--- config.mk ---
export PLATFORM = sky130hd
export DESIGN_NAME = chip_config_top
export DESIGN_NICKNAME = d
export VERILOG_FILES = /design/src/rtl/tag_pkg.sv /design/src/rtl/chip_config_regs.sv /design/src/rtl/chip_config_top.sv /design/src/rtl/tag_client.sv /design/src/rtl/tag_master.sv
export VERILOG_INCLUDE_DIRS = /design/src /design/src/rtl
export SDC_FILE = /design/constraint.sdc
export NUM_CORES = 1
export LEC_CHECK = 0
export ABC_CLOCK_PERIOD_IN_PS = 2300
export BUFFER_PORTS_ARGS = -buffer_cell sky130_fd_sc_hd__buf_2
export CAP_MARGIN = 0
export CELL_PAD_IN_SITES_DETAIL_PLACEMENT = 0
export CELL_PAD_IN_SITES_GLOBAL_PLACEMENT = 2
export CORE_MARGIN = 10
export CORE_UTILIZATION = 38
export DETAILED_ROUTE_END_ITERATION = 12
export PLACE_DENSITY_LB_ADDON = 0.3
export SLEW_MARGIN = 20
export SYNTH_ARGS = -nofsm -noshare
export SYNTH_HDL_FRONTEND = slang
export SYNTH_HIERARCHICAL = 1
export SYNTH_SLANG_ARGS = --single-unit
--- constraint.sdc ---
create_clock -name clk_i -period 2.3 [get_ports clk_i]
set_clock_uncertainty 0.1 [all_clocks]
set_input_delay 0.345 -clock clk_i [delete_from_list [all_inputs] [get_ports clk_i]]
set_output_delay 0.345 -clock clk_i [all_outputs]
set_load 0.02 [all_outputs]
--- src/rtl/tag_defines.svh ---
`ifndef TAG_DEFINES_SVH
`define TAG_DEFINES_SVH

// Packet header field widths
`define TAG_ID_WIDTH     4
`define TAG_LEN_WIDTH    4

// Number of tag clients on the master
`define TAG_NUM_CLIENTS  14

// Fixed client ids
`define TAG_ID_CORE      0
`define TAG_ID_HOST      1
`define TAG_ID_ROUTER    2
`define TAG_ID_DMC_CTRL  3
`define TAG_ID_DMC_PARAM 4

// Payload field widths
`define NODE_DID_WIDTH   3
`define DMC_NUM_PARAMS   10
`define DMC_PARAM_WIDTH  8

`endif

--- src/rtl/tag_pkg.sv ---
`include "tag_defines.svh"

package tag_pkg;

  // Header fields of a tag packet
  typedef logic [`TAG_ID_WIDTH-1:0]  tag_id_t;
  typedef logic [`TAG_LEN_WIDTH-1:0] tag_len_t;

  // Destination id for core, host and router
  typedef logic [`NODE_DID_WIDTH-1:0] did_t;

  typedef struct packed {
    logic reset;
    did_t did;
  } node_tag_s;

  // DRAM controller control byte
  typedef struct packed {
    logic       reset;
    logic [5:0] pad;
    logic       bypass;
  } dmc_ctrl_s;

  typedef logic [`DMC_PARAM_WIDTH-1:0] dmc_param_t;

  // Timing record built from the ten parameter bytes
  typedef struct packed {
    logic [2*`DMC_PARAM_WIDTH-1:0] trefi;
    logic [`DMC_PARAM_WIDTH/2-1:0] tmrd;
    logic [`DMC_PARAM_WIDTH/2-1:0] trfc;
    logic [`DMC_PARAM_WIDTH/2-1:0] trc;
    logic [`DMC_PARAM_WIDTH/2-1:0] trp;
    logic [`DMC_PARAM_WIDTH/2-1:0] tras;
    logic [`DMC_PARAM_WIDTH/2-1:0] trrd;
    logic [`DMC_PARAM_WIDTH/2-1:0] trcd;
    logic [`DMC_PARAM_WIDTH/2-1:0] twr;
    logic [`DMC_PARAM_WIDTH/2-1:0] twtr;
    logic [`DMC_PARAM_WIDTH/2-1:0] trtp;
    logic [`DMC_PARAM_WIDTH/2-1:0] tcas;
    logic [`DMC_PARAM_WIDTH/2-1:0] col_width;
    logic [`DMC_PARAM_WIDTH/2-1:0] row_width;
    logic [`DMC_PARAM_WIDTH/2-1:0] init_cmd_cnt;
    logic [1:0]                    bank_width;
    logic [1:0]                    dqs_sel_cal;
  } dmc_timing_s;

  // One line per client, driven by the master
  typedef struct packed {
    logic shift;
    logic data;
    logic commit;
  } tag_line_s;

  typedef logic [`TAG_NUM_CLIENTS-1:0] tag_client_mask_t;

  typedef enum logic [1:0] {e_idle, e_id, e_len, e_payload} tag_state_e;

  // Payload width per client id
  localparam tag_len_t tag_client_width [`TAG_NUM_CLIENTS] = '{
    4'd4, 4'd4, 4'd4,
    4'd8,
    4'd8, 4'd8, 4'd8, 4'd8, 4'd8,
    4'd8, 4'd8, 4'd8, 4'd8, 4'd8
  };

endpackage

--- src/rtl/chip_config_regs.sv ---
`timescale 1ns/1ps
`include "tag_defines.svh"

module chip_config_regs
  import tag_pkg::*;
(
  input  logic                              clk_i,
  input  logic                              reset_i,
  input  tag_line_s [`TAG_NUM_CLIENTS-1:0]  tag_lines_i,
  output node_tag_s                         core_o,
  output node_tag_s                         host_o,
  output node_tag_s                         router_o,
  output dmc_ctrl_s                         dmc_ctrl_o,
  output dmc_timing_s                       dmc_timing_o,
  output tag_client_mask_t                  config_update_o
);

  ////////////////////
  // Node clients
  ////////////////////

  node_tag_s [`TAG_ID_ROUTER:`TAG_ID_CORE] node_data;

  // Core, host and router share one payload layout
  for (genvar i = `TAG_ID_CORE; i <= `TAG_ID_ROUTER; i++)
  begin : g_node
    tag_client #(.WIDTH($bits(node_tag_s))) node_client_i (
      .clk_i      (clk_i),
      .reset_i    (reset_i),
      .tag_line_i (tag_lines_i[i]),
      .data_o     (node_data[i]),
      .new_o      (config_update_o[i])
    );
  end

  assign core_o   = node_data[`TAG_ID_CORE];
  assign host_o   = node_data[`TAG_ID_HOST];
  assign router_o = node_data[`TAG_ID_ROUTER];

  ////////////////////
  // DRAM clients
  ////////////////////

  tag_client #(.WIDTH($bits(dmc_ctrl_s))) dmc_ctrl_client_i (
    .clk_i      (clk_i),
    .reset_i    (reset_i),
    .tag_line_i (tag_lines_i[`TAG_ID_DMC_CTRL]),
    .data_o     (dmc_ctrl_o),
    .new_o      (config_update_o[`TAG_ID_DMC_CTRL])
  );

  dmc_param_t [`DMC_NUM_PARAMS-1:0] param_data;

  // Parameter bytes occupy the ids after the control byte
  for (genvar i = 0; i < `DMC_NUM_PARAMS; i++)
  begin : g_param
    tag_client #(.WIDTH(`DMC_PARAM_WIDTH)) param_client_i (
      .clk_i      (clk_i),
      .reset_i    (reset_i),
      .tag_line_i (tag_lines_i[`TAG_ID_DMC_PARAM + i]),
      .data_o     (param_data[i]),
      .new_o      (config_update_o[`TAG_ID_DMC_PARAM + i])
    );
  end

  // Refresh interval spans two bytes, low byte first
  assign dmc_timing_o.trefi        = {param_data[1], param_data[0]};

  // Nibble fields, low nibble of each byte first
  assign dmc_timing_o.tmrd         = param_data[2][3:0];
  assign dmc_timing_o.trfc         = param_data[2][7:4];
  assign dmc_timing_o.trc          = param_data[3][3:0];
  assign dmc_timing_o.trp          = param_data[3][7:4];
  assign dmc_timing_o.tras         = param_data[4][3:0];
  assign dmc_timing_o.trrd         = param_data[4][7:4];
  assign dmc_timing_o.trcd         = param_data[5][3:0];
  assign dmc_timing_o.twr          = param_data[5][7:4];
  assign dmc_timing_o.twtr         = param_data[6][3:0];
  assign dmc_timing_o.trtp         = param_data[6][7:4];
  assign dmc_timing_o.tcas         = param_data[7][3:0];
  assign dmc_timing_o.col_width    = param_data[7][7:4];
  assign dmc_timing_o.row_width    = param_data[8][3:0];
  assign dmc_timing_o.init_cmd_cnt = param_data[8][7:4];

  // Last byte carries two 2-bit fields, upper nibble spare
  assign dmc_timing_o.bank_width   = param_data[9][1:0];
  assign dmc_timing_o.dqs_sel_cal  = param_data[9][3:2];

endmodule

--- src/rtl/chip_config_top.sv ---
`timescale 1ns/1ps
`include "tag_defines.svh"

module chip_config_top
  import tag_pkg::*;
(
  input  logic             clk_i,
  input  logic             reset_i,
  input  logic             tag_data_i,
  input  logic             tag_en_i,
  output node_tag_s        core_o,
  output node_tag_s        host_o,
  output node_tag_s        router_o,
  output dmc_ctrl_s        dmc_ctrl_o,
  output dmc_timing_s      dmc_timing_o,
  output tag_client_mask_t config_update_o
);

  // All client lines from the master
  tag_line_s [`TAG_NUM_CLIENTS-1:0] tag_lines;

  // Serial packet decoder
  tag_master tag_master_i (
    .clk_i       (clk_i),
    .reset_i     (reset_i),
    .tag_data_i  (tag_data_i),
    .tag_en_i    (tag_en_i),
    .tag_lines_o (tag_lines)
  );

  // Client registers and config unpacking
  chip_config_regs chip_config_regs_i (
    .clk_i           (clk_i),
    .reset_i         (reset_i),
    .tag_lines_i     (tag_lines),
    .core_o          (core_o),
    .host_o          (host_o),
    .router_o        (router_o),
    .dmc_ctrl_o      (dmc_ctrl_o),
    .dmc_timing_o    (dmc_timing_o),
    .config_update_o (config_update_o)
  );

endmodule

--- src/rtl/tag_client.sv ---
`timescale 1ns/1ps

module tag_client
  import tag_pkg::*;
#(
  parameter int WIDTH = 8
)
(
  input  logic             clk_i,
  input  logic             reset_i,
  input  tag_line_s        tag_line_i,
  output logic [WIDTH-1:0] data_o,
  output logic             new_o
);

  logic [WIDTH-1:0] shift_r;
  logic [WIDTH-1:0] data_r;
  logic             new_r;

  // Bits enter at the msb end
  // After WIDTH shifts the first bit sits at bit 0
  always_ff @(posedge clk_i)
  begin
    if (reset_i)
    begin
      shift_r <= '0;
    end
    else if (tag_line_i.shift)
    begin
      shift_r <= {tag_line_i.data, shift_r[WIDTH-1:1]};
    end
  end

  // Committed copy plus a one cycle update flag
  always_ff @(posedge clk_i)
  begin
    if (reset_i)
    begin
      data_r <= '0;
      new_r  <= 1'b0;
    end
    else
    begin
      new_r <= tag_line_i.commit;
      if (tag_line_i.commit)
      begin
        data_r <= shift_r;
      end
    end
  end

  assign data_o = data_r;
  assign new_o  = new_r;

endmodule

--- src/rtl/tag_master.sv ---
`timescale 1ns/1ps
`include "tag_defines.svh"

module tag_master
  import tag_pkg::*;
(
  input  logic                              clk_i,
  input  logic                              reset_i,
  input  logic                              tag_data_i,
  input  logic                              tag_en_i,
  output tag_line_s [`TAG_NUM_CLIENTS-1:0]  tag_lines_o
);

  // Stream bit, forced low while the enable is off
  logic bit_in;
  assign bit_in = tag_en_i & tag_data_i;

  tag_state_e state_r;
  tag_id_t    id_r;
  tag_len_t   len_r;
  tag_len_t   cnt_r;
  logic       accept_r;
  logic       commit_r;

  tag_line_s [`TAG_NUM_CLIENTS-1:0] lines_n;
  tag_line_s [`TAG_NUM_CLIENTS-1:0] lines_r;

  // Header fields arrive lsb first, so shift in from the top
  tag_id_t  id_next;
  tag_len_t len_next;
  assign id_next  = {bit_in, id_r[`TAG_ID_WIDTH-1:1]};
  assign len_next = {bit_in, len_r[`TAG_LEN_WIDTH-1:1]};

  // Length must match the width of an existing client
  // Ids 14 and 15 never match
  logic len_ok;
  always_comb
  begin
    len_ok = 1'b0;
    for (int i = 0; i < `TAG_NUM_CLIENTS; i++)
    begin
      if ((id_r == tag_id_t'(i)) && (len_next == tag_client_width[i]))
      begin
        len_ok = 1'b1;
      end
    end
  end

  ////////////////////
  // Packet FSM
  ////////////////////

  always_ff @(posedge clk_i)
  begin
    if (reset_i)
    begin
      state_r  <= e_idle;
      id_r     <= '0;
      len_r    <= '0;
      cnt_r    <= '0;
      accept_r <= 1'b0;
      commit_r <= 1'b0;
    end
    else
    begin
      // Commit is a one cycle strobe
      commit_r <= 1'b0;
      case (state_r)
        e_idle:
        begin
          // Start bit opens a packet
          if (bit_in)
          begin
            state_r <= e_id;
            cnt_r   <= '0;
          end
        end
        e_id:
        begin
          id_r  <= id_next;
          cnt_r <= cnt_r + 1'b1;
          if (cnt_r == tag_len_t'(`TAG_ID_WIDTH-1))
          begin
            state_r <= e_len;
            cnt_r   <= '0;
          end
        end
        e_len:
        begin
          len_r <= len_next;
          cnt_r <= cnt_r + 1'b1;
          if (cnt_r == tag_len_t'(`TAG_LEN_WIDTH-1))
          begin
            // Decide once per packet whether its payload goes anywhere
            accept_r <= len_ok;
            cnt_r    <= len_next - 1'b1;
            if (len_next == '0)
            begin
              state_r <= e_idle;
            end
            else
            begin
              state_r <= e_payload;
            end
          end
        end
        e_payload:
        begin
          // Count remaining bits down to the last one
          cnt_r <= cnt_r - 1'b1;
          if (cnt_r == '0)
          begin
            state_r  <= e_idle;
            commit_r <= accept_r;
          end
        end
        default:
        begin
          state_r <= e_idle;
        end
      endcase
    end
  end

  ////////////////////
  // Line drive
  ////////////////////

  // Only the addressed client of an accepted packet sees activity
  // id_r is still stable during the commit cycle
  always_comb
  begin
    for (int i = 0; i < `TAG_NUM_CLIENTS; i++)
    begin
      lines_n[i].shift  = accept_r && (id_r == tag_id_t'(i)) && (state_r == e_payload);
      lines_n[i].data   = lines_n[i].shift && bit_in;
      lines_n[i].commit = accept_r && (id_r == tag_id_t'(i)) && commit_r;
    end
  end

  // Registered lines, one cycle after the sampled stream bit
  always_ff @(posedge clk_i)
  begin
    if (reset_i)
    begin
      lines_r <= '0;
    end
    else
    begin
      lines_r <= lines_n;
    end
  end

  assign tag_lines_o = lines_r;

endmodule

# Word level (Yosys, flattened, before mapping)
# Cells that the tools add are included.
totals:
  output_inout_bits: 110
  ff_bits: 268
  mem_bits_ro: 0
  latch_bits: 0
  ram_bits: 0
  word_cells: 220
  mem_count: 0
op_classes:
  reduce_logical: 77
  n_mul: 0
  n_div: 0
  n_eq_ne: 23
  bitwise_logic: 3
  magnitude_cmp: 0
  n_addsub: 3
  shift: 0
  mux: 24
ops:
  columns: ["cell", "n"]
  rows:
  - ["logical AND 1 bit", 70]
  - ["== test 4 bit, second input constant", 7]
  - ["== test 4 x 3 -> 1 bit, second input constant", 5]
  - ["one-hot mux 4 bit (4 select lines)", 1]
  - ["two-way mux 1 bit", 14]
  - ["== test 4 x 2 -> 1 bit, second input constant", 3]
  - ["zero test 4 bit", 3]
  - ["two-way mux 4 bit", 3]
  - ["two-way mux 2 bit", 5]
  - ["!= test 2 x 1 -> 1 bit, second input constant", 4]
  - ["one-hot mux 2 bit (4 select lines)", 1]
  - ["subtractor 4 x 1 -> 4 bit, second input constant", 2]
  - ["adder 4 x 1 -> 4 bit, second input constant", 1]
  - ["== test 2 bit, second input constant", 2]
  - ["== test 4 x 1 -> 1 bit, second input constant", 1]
  - ["AND reduction 4 bit", 1]
  - ["OR reduction 3 bit", 1]
  - ["== test 2 x 1 -> 1 bit, second input constant", 1]
  - ["zero test 2 bit", 1]
  - ["NOT 1 bit", 2]
  - ["AND reduction 2 bit", 1]
  - ["bitwise AND 1 bit", 1]

# Depth between registers and ports, before layout
# Gate-level depths: netlist (run 1).
depth:
  ltp_word: 17
  ltp_mapped: 6
  mapped_depth_nobuf: 6

# Modules after synthesis
# Netlist (run 1), hierarchy kept.
modules_own_cells:
  columns: ["module", "cells_each", "area_each_um2", "seq_area_each_um2", "n_inst"]
  rows:
  - ["tag_client at chip_config_regs_i.dmc_ctrl_client_i ...", 54, 608.1, 340.3, 11]
  - ["tag_master", 223, 2142.1, 1141.1, 1]
  - ["tag_client at chip_config_regs_i.g_node[0].node_client_i ...", 29, 314.1, 180.2, 3]

# Worst setup path after synthesis (run 1)
# No wires, ideal clock.
synth_timing:
  path_kind: "register to register"
  startpoint: "reg tag_master_i.cnt_r[0]"
  endpoint: "reg tag_master_i.state_r[0]"
  slack_ns: 0.632
  stages_incl_launch_ff: 7
  period_less_slack_ns: 1.668
  arrival_ns: 1.482
  path_cell_list: "dfxtp_1 > inv_1 > ha_1 > nor4bb_1 > a311o_1 > o21bai_1 > a221oi_2"
synth_via:
  elab_chain_cells: 3
synth_lines:
  columns: ["element", "line_no", "text"]
  rows:
  - ["from (decl)", "tag_master.sv:21", "tag_len_t cnt_r;"]
  - ["from (signal assigned)", "tag_master.sv:81", "cnt_r <= cnt_r + 1'b1;"]
  - ["from (signal assigned)", "tag_master.sv:91", "cnt_r <= cnt_r + 1'b1;"]
  - ["from (signal assigned)", "tag_master.sv:96", "cnt_r <= len_next - 1'b1;"]
  - ["== test 4 x 2 -> 1 bit or zero test 4 bit (tied branches)", "tag_master.sv:82, tag_master.sv:92, tag_master.sv:111", null]
  - ["!= test 2 x 1 -> 1 bit (no line)", null, null]
  - ["AND reduction 4 bit (no line) *", null, null]
  - ["to (signal assigned)", "tag_master.sv:84", "state_r <= e_len;"]
  - ["to (signal assigned)", "tag_master.sv:99", "state_r <= e_idle;"]
  - ["to (signal assigned)", "tag_master.sv:103", "state_r <= e_payload;"]
  - ["to (decl)", "tag_master.sv:18", "tag_state_e state_r;"]
# Mark *: on every way between the ends. The rest lies on a longest branch, timed or not.
# A chain may end at the register's enable or synchronous reset.

# Worst setup path after layout (run 1)
# Same ends and word-level chain as after synthesis.

==> results of run 1 <==
-- layer usage --
metal  global-route usage [%]  part of all wire [%]
met5                        0                     0
met4                     3.45                   1.9
met3                     2.65                   5.4
met2                     17.9                    44
met1                     15.9                    49
-- cell usage in the layout (no fill, tap or decap), types with 5 or more instances in the layout --
| cell | count |
|---|---|
| sky130_fd_sc_hd__nor2_1 | 241 |
| sky130_fd_sc_hd__dfxtp_1 | 267 |
| sky130_fd_sc_hd__clkinv_2 | 7 |
| sky130_fd_sc_hd__mux2i_1 | 200 |
| sky130_fd_sc_hd__ha_1 | 5 |
| sky130_fd_sc_hd__nor3_1 | 10 |
| sky130_fd_sc_hd__clkbuf_8 | 7 |
| sky130_fd_sc_hd__nor2b_1 | 17 |
| sky130_fd_sc_hd__clkbuf_16 | 29 |
| sky130_fd_sc_hd__a21oi_1 | 12 |
| sky130_fd_sc_hd__inv_1 | 7 |
| sky130_fd_sc_hd__buf_2 | 112 |
| sky130_fd_sc_hd__nand2b_1 | 6 |
| sky130_fd_sc_hd__nand2_1 | 8 |
-- registers in the layout, indices dropped and copies added (netlist names), 8 cells and up --
signal,count
chip_config_regs_i/g_param.param_client_i/data_o,76
chip_config_regs_i/g_param.param_client_i/new_o,10
tag_master_i/tag_lines_o,42
chip_config_regs_i/dmc_ctrl_client_i/data_o,8
chip_config_regs_i/g_node.node_client_i/shift_r,12
chip_config_regs_i/g_param.param_client_i/shift_r,80
chip_config_regs_i/g_node.node_client_i/data_o,12
chip_config_regs_i/dmc_ctrl_client_i/shift_r,8
-- critical path, stage by stage (launching register included) --
cell and delay, ps:
sky130_fd_sc_hd__dfxtp_1 440, sky130_fd_sc_hd__inv_1 90, sky130_fd_sc_hd__ha_1 220, sky130_fd_sc_hd__nor4bb_1 140, sky130_fd_sc_hd__a311o_1 380, sky130_fd_sc_hd__o21bai_1 180, sky130_fd_sc_hd__a221oi_2 220
-- worst max-delay path by stage --
stage                                     start                      end  slack, ps
after floorplan           tag_master_i/cnt_r[0]  tag_master_i/state_r[0]        630
after global placement    tag_master_i/cnt_r[0]  tag_master_i/state_r[0]        490
after detailed placement  tag_master_i/cnt_r[0]  tag_master_i/state_r[0]        460
after CTS                 tag_master_i/cnt_r[0]  tag_master_i/state_r[0]        430
after global routing      tag_master_i/cnt_r[0]    tag_master_i/cnt_r[0]        270
final                     tag_master_i/cnt_r[0]  tag_master_i/state_r[0]        450
-- area by class of cell --
class / count / area (um^2)
Sequential cell: 267 / 5350
Tap cell: 330 / 413
Clock buffer: 40 / 837
Clock inverter: 13 / 179
Timing Repair Buffer: 117 / 617
Inverter: 7 / 26.3
Multi-Input combinational cell: 551 / 3660
Fill cell: 2482 / 14000
-- through the flow --
step	total power, mW	instance area (um^2)	hold WS [ps]	utilization [%]	instances
2_1_floorplan	4.85	9640	340	-	892
3_3_place_gp	4.86	10100	348	40.2	1271
3_5_place_dp	4.86	10100	356	40.2	1271
4_1_cts	9.74	11100	250	44.3	1325
5_1_grt	9.92	11100	295	44.3	1325
6_report	9.57	11100	284	44.3	1325
-- where the power goes --
| part | switching, mW | internal, mW | leakage (nW) |
|---|---|---|---|
| clock | 1.83 | 2.99 | 0.503 |
| sequential | 0.0101 | 4.63 | 2.15 |
| combinational | 0.0850 | 0.0280 | 1.46 |
| total | 1.93 | 7.64 | 4.12 |
==> results.txt, run 1 <==
The area enclosed by the die boundary is 32100 um^2. The number of max-cap violations came out at 0. The critical path is of the reg -> reg type. The worst min-delay path startpoint is tag_data_i. The power density of the placed cells is 864 nW/um^2. After detailed routing, the number of remaining DRC violations is 0. The number of antenna repair diodes is 0. The largest fanout of any net on the critical path came out at 7. The net count of the finished layout came out at 982. TritonCTS created 29 clock buffers. The total I/O pin count came out at 114. The worst setup slack after placement is 460 ps. The global-route usage over all layers is 11.6%. The routed wire length per instance came out at 14.3 um. The routability congestion estimate from global placement came out at 0.757.

The wire length of the first global-routing pass is 31.5 mm. The worst register-to-register path begins at tag_master_i/cnt_r[0]. The maximum clock frequency came out at 540 MHz.

The worst setup slack after layout came out at 447 ps. The data required time of the worst path came out at 2640 ps. The clock transition at the register clock pins on the worst setup and hold paths after CTS came out at 60 ps. The total congestion overflow after global routing is 0. For the pin with the worst max-slew slack, the measured transition is 792 ps. The HPWL after detailed placement came out at 12.5 mm. The worst-case IR drop observed on VDD is 0.000349 V. The level count of the clock H-tree is 1. The clock latency on the worst-skew pair is 530 ps. The detailed-route via count came out at 6051. The total of buffers placed on input and output ports is 113. In this run the register-to-register setup slack is 450 ps. CTS saw 267 sinks. The horizontal extent of the die came out at 179 um. The initial DRC count is 301. The total routed wirelength is 18.9 mm. In the routed layout, each cell is associated on average with a via count of 4.57. The area of the core came out at 25000 um^2.

The iteration count of the initial detailed-routing pass is 4. The number of failing hold endpoints at the final stage came out at 0. The data arrival at the endpoint of the critical path came out at 2190 ps. The terminating pin of the worst hold path is tag_master_i/tag_lines_o[10].

The clock tree from TritonCTS is yes. The quantity of gates resized following cts is 0. The accumulated negative setup slack came out at 0 ps. The fraction of final layout cells sized beyond drive strength 1 is 17.6%. The post-synthesis instance total came out at 892. In this run the tightest slew margin relative to its limit is 47.2%. The detail route stage leaves a number of antenna-violating nets equal to 0. The number of nets produced by synthesis is 901.

Setup repair after global routing left no endpoint under its margin. Setup violations remaining at the end of the flow were counted as 0. The worst hold path was traced through 3 stages.

The max-slew violation count was 0. The worst setup path is captured at a register. The total of hold buffers inserted after clock tree synthesis came out at 1. The number of setup buffers added after CTS is 0. The number of global-route vias before repair came out at 5971. The layout overhead on the synthesized area came out at 15.0%. The mean cell area of the mapped netlist is 10.8 um^2. The tree is rooted in a sky130_fd_sc_hd__clkbuf_16.

In the finished design, the share of the clock period the worst path needs comes to 80.5%. The initial utilization of the core area, before any placement, comes to 38.5%. The worst setup path is launched from a register. The path class of the lowest-slack min-delay path is in -> reg. In this run the core area contains 58 standard-cell rows. The clock passes through at most 3 buffers. The cell leakage power is 4.12 nW.

The post-route minimum period came out at 1850 ps. The initial antenna violation count came out at 0. The worst register-to-register path ends at tag_master_i/state_r[0]. The pin count of the biggest net entering global routing came out at 182. The worst-case reg-to-reg path depth came out at 6. The count of yosys warnings during synthesis came out at 6. The run finished with clean final reports.

The floorplan step set the die height to 179 um. The post-synthesis instance area is 9640 um^2.
(Power assumes the default switching activity.)
==> run 2, diff against run 1 <==
--- a/config.mk
+++ b/config.mk
@@ -6,13 +6,13 @@
 export SDC_FILE = /design/constraint.sdc
 export NUM_CORES = 1
 export LEC_CHECK = 0
-export ABC_CLOCK_PERIOD_IN_PS = 2300
+export ABC_CLOCK_PERIOD_IN_PS = 1600
 export BUFFER_PORTS_ARGS = -buffer_cell sky130_fd_sc_hd__buf_2
 export CAP_MARGIN = 0
 export CELL_PAD_IN_SITES_DETAIL_PLACEMENT = 0
 export CELL_PAD_IN_SITES_GLOBAL_PLACEMENT = 2
 export CORE_MARGIN = 10
-export CORE_UTILIZATION = 38
+export CORE_UTILIZATION = 34
 export DETAILED_ROUTE_END_ITERATION = 12
 export PLACE_DENSITY_LB_ADDON = 0.3
 export SLEW_MARGIN = 20
==> constraint.sdc (replaced) <==
create_clock -name clk_i -period 1.6 [get_ports clk_i]
set_clock_uncertainty 0.1 [all_clocks]
set_input_delay 0.24 -clock clk_i [delete_from_list [all_inputs] [get_ports clk_i]]
set_output_delay 0.24 -clock clk_i [all_outputs]
set_load 0.02 [all_outputs]
==> results.txt, run 2 (synthesis gave the netlist of run 1 again) <==
The library cell used most frequently in the layout, excluding fill and tap cells, is sky130_fd_sc_hd__dfxtp_1. The cell leakage power came out at 4.25 nW. The flip-flop count of the largest register, all copies and words added came out at 80. The largest fanout of any net on the critical path came out at 3.

Detailed routing inserted a total of 6133 vias. Of the cells placed in the final design, the portion with a size suffix greater than 1 is 20.3%. Wires add up to 19.3 mm. The level count of the clock H-tree came out at 1. The layout overhead on the synthesized area came out at 17.8%.

The number of global-route vias before repair came out at 6254. The worst setup path is of the reg -> reg kind. Counting tap cells, the placed design contains a total of 1347 instances.

The HPWL after detailed placement is 13.0 mm. In the routed design, unresolved DRC markers number 0. The die is 188 um wide. The number of buffers on the longest clock path came out at 3. The combined buffer and inverter count along the critical path came out at 1.

The power density of the placed cells is 1200 nW/um^2. The number of max-cap violations came out at 0. The initial core utilization is 34.6%. The number of antenna repair diodes is 0. The pin count of the biggest net entering global routing is 165. The non-filler instance count after layout is 1402. In this run the vertical extent of the chip is 188 um. Summing internal, switching and leakage power gives 13.6 mW. The routed via count divided by cell count came out at 4.37. Ranked by flip-flop count, first place goes to chip_config_regs_i/g_param.param_client_i/shift_r. The worst voltage drop across the vdd grid is 0.000725 V. The number of failing hold endpoints at the final stage came out at 0. Fill cells in the final layout number 2782. The clock latency on the worst-skew pair is 520 ps. The flow ran to the end, but the final reports show violations. The total congestion overflow after global routing came out at 0. The total of buffers placed on input and output ports came out at 113. The met2 track demand over resource in global routing came out at 17.0%. The total CTS buffers is 29. The startpoint type of the worst setup path is a register. The max-slew violation count came out at 0. Setup repair after global routing could not meet its margin everywhere.

The portion of the clock cycle consumed by the worst path in the final layout is 100%. The data required time of the worst path came out at 1920 ps. The initial DRC count is 262.

The global-route usage over all layers is 10.7%. The count of clock tree sinks came out at 267. In the final design database the tool counted 1011 nets. The library cells used most frequently in the layout, excluding fill and tap cells, are sky130_fd_sc_hd__dfxtp_1 (265), sky130_fd_sc_hd__nor2_1 (241), sky130_fd_sc_hd__mux2i_1 (200), sky130_fd_sc_hd__buf_2 (112), sky130_fd_sc_hd__buf_4 (31). The area of the core came out at 27900 um^2. The iteration count of the initial detailed-routing pass is 4.

The clock tree from TritonCTS is yes. STA classifies the critical path endpoint as a register. The number of rows in the core area came out at 61. The most heavily used metal layer in global routing is met2. The maximum clock frequency came out at 623 MHz.

The post-route minimum period is 1600 ps. Routability-driven placement finished with a final weighted congestion of 0.724. The accumulated negative setup slack is -4.06 ps. The area enclosed by the die boundary came out at 35500 um^2. For the worst setup path, the data arrival time is 1930 ps. The initial antenna violation count came out at 0. In the final routed layout, each cell accounts on average for 13.8 um. The delay of the slowest cell on the worst path is 340 ps.

The clock transition at the register clock pins on the worst setup and hold paths after CTS came out at 60 ps. The fraction of met1 tracks used by global routing came out at 14.3%. The setup check on the worst reg-to-reg path leaves a slack of -4 ps. The worst setup slack after layout came out at -4.06 ps. The slew of the pin with the lowest slew margin is 780 ps. The largest delay contributor family on the critical path is compound AO/OA/AOI/OAI gates. The met3 usage is 2.47%. The count of final setup violators is 1. The clock root buffer is sky130_fd_sc_hd__clkbuf_16. Walking the worst path, the cells encountered are inv_1 -> ha_2 -> nor4bb_1 -> a311o_1 -> o21bai_1 -> a221oi_2. The worst slew slack as a fraction of its limit is 48.0%. The number of nets with antenna violations after routing came out at 0. The cell with the largest stage delay on the worst path is sky130_fd_sc_hd__dfxtp_2. The path class of the tightest hold or removal check is in -> reg. The checks that failed: setup timing. The wire length of the first global-routing pass is 32.7 mm. The total I/O pin count is 114.
## run 2: what timing repair did
item	in CTS	in global routing
cloned	0	0
pin swaps	0	1
setup endpoints to repair	2	5
setup buffers	0	1
hold endpoints to repair	5	0
resized for setup	2	2
hold buffers	1	0
## run 2: area by class of cell
| type | instances | area (um^2) | area share, % |
|---|---|---|---|
| multi-input combinational | 551 | 3670 | 32.3 |
| tap | 378 | 473 | 4.17 |
| clock buffer | 46 | 910 | 8.01 |
| inverter | 7 | 26.3 | 0.231 |
| timing repair buffer | 146 | 835 | 7.35 |
| clock inverter | 7 | 91.3 | 0.805 |
| sequential | 267 | 5350 | 47.1 |
## run 2: final timing paths
path / start / to / cells past startpoint
worst min register to register: tag_master_i/tag_lines_o[31] / register / 2
worst min-delay path: tag_data_i / tag_master_i/len_r[3] / 4
worst max register to register: tag_master_i/cnt_r[0] / tag_master_i/state_r[0] / 6
worst max-delay path: tag_master_i/cnt_r[0] / tag_master_i/state_r[0] / 6
## run 2: per-stage QoR
stage / worst slack [ps] / hold WS, ps / util, % / area [um^2]
3_5_place_dp: -11.0 / 359 / 37.1 / 10300
4_1_cts: -6.16 / 170 / 40.7 / 11300
5_1_grt: -127 / 230 / 40.8 / 11400
3_3_place_gp: -4.21 / 348 / 37.1 / 10300
6_report: -4.06 / 200 / 40.8 / 11400
2_1_floorplan: 35.8 / 316 / - / 9640
## run 2: routing by layer
layer / vias to the layer above / part of all wire [%] / wire length, um
met5: - / 0 / 0
met4: 0 / 1.9 / 375
met3: 34 / 4.9 / 938
met2: 95 / 44 / 8530
met1: 2817 / 49 / 9470
li1: 3187 / - / -
## run 2: report_power, final
group          switching (mW)  leakage, nW  internal (mW)
Clock                    2.56        0.494           4.20
Sequential            0.00760         2.15           6.65
Combinational           0.134         1.60         0.0523
## run 2: worst reg2reg max path, cell delays in order (launching register included)
cell                       delay, ps
sky130_fd_sc_hd__dfxtp_2         340
sky130_fd_sc_hd__inv_1            60
sky130_fd_sc_hd__ha_2            180
sky130_fd_sc_hd__nor4bb_1        120
sky130_fd_sc_hd__a311o_1         300
sky130_fd_sc_hd__o21bai_1        170
sky130_fd_sc_hd__a221oi_2        230
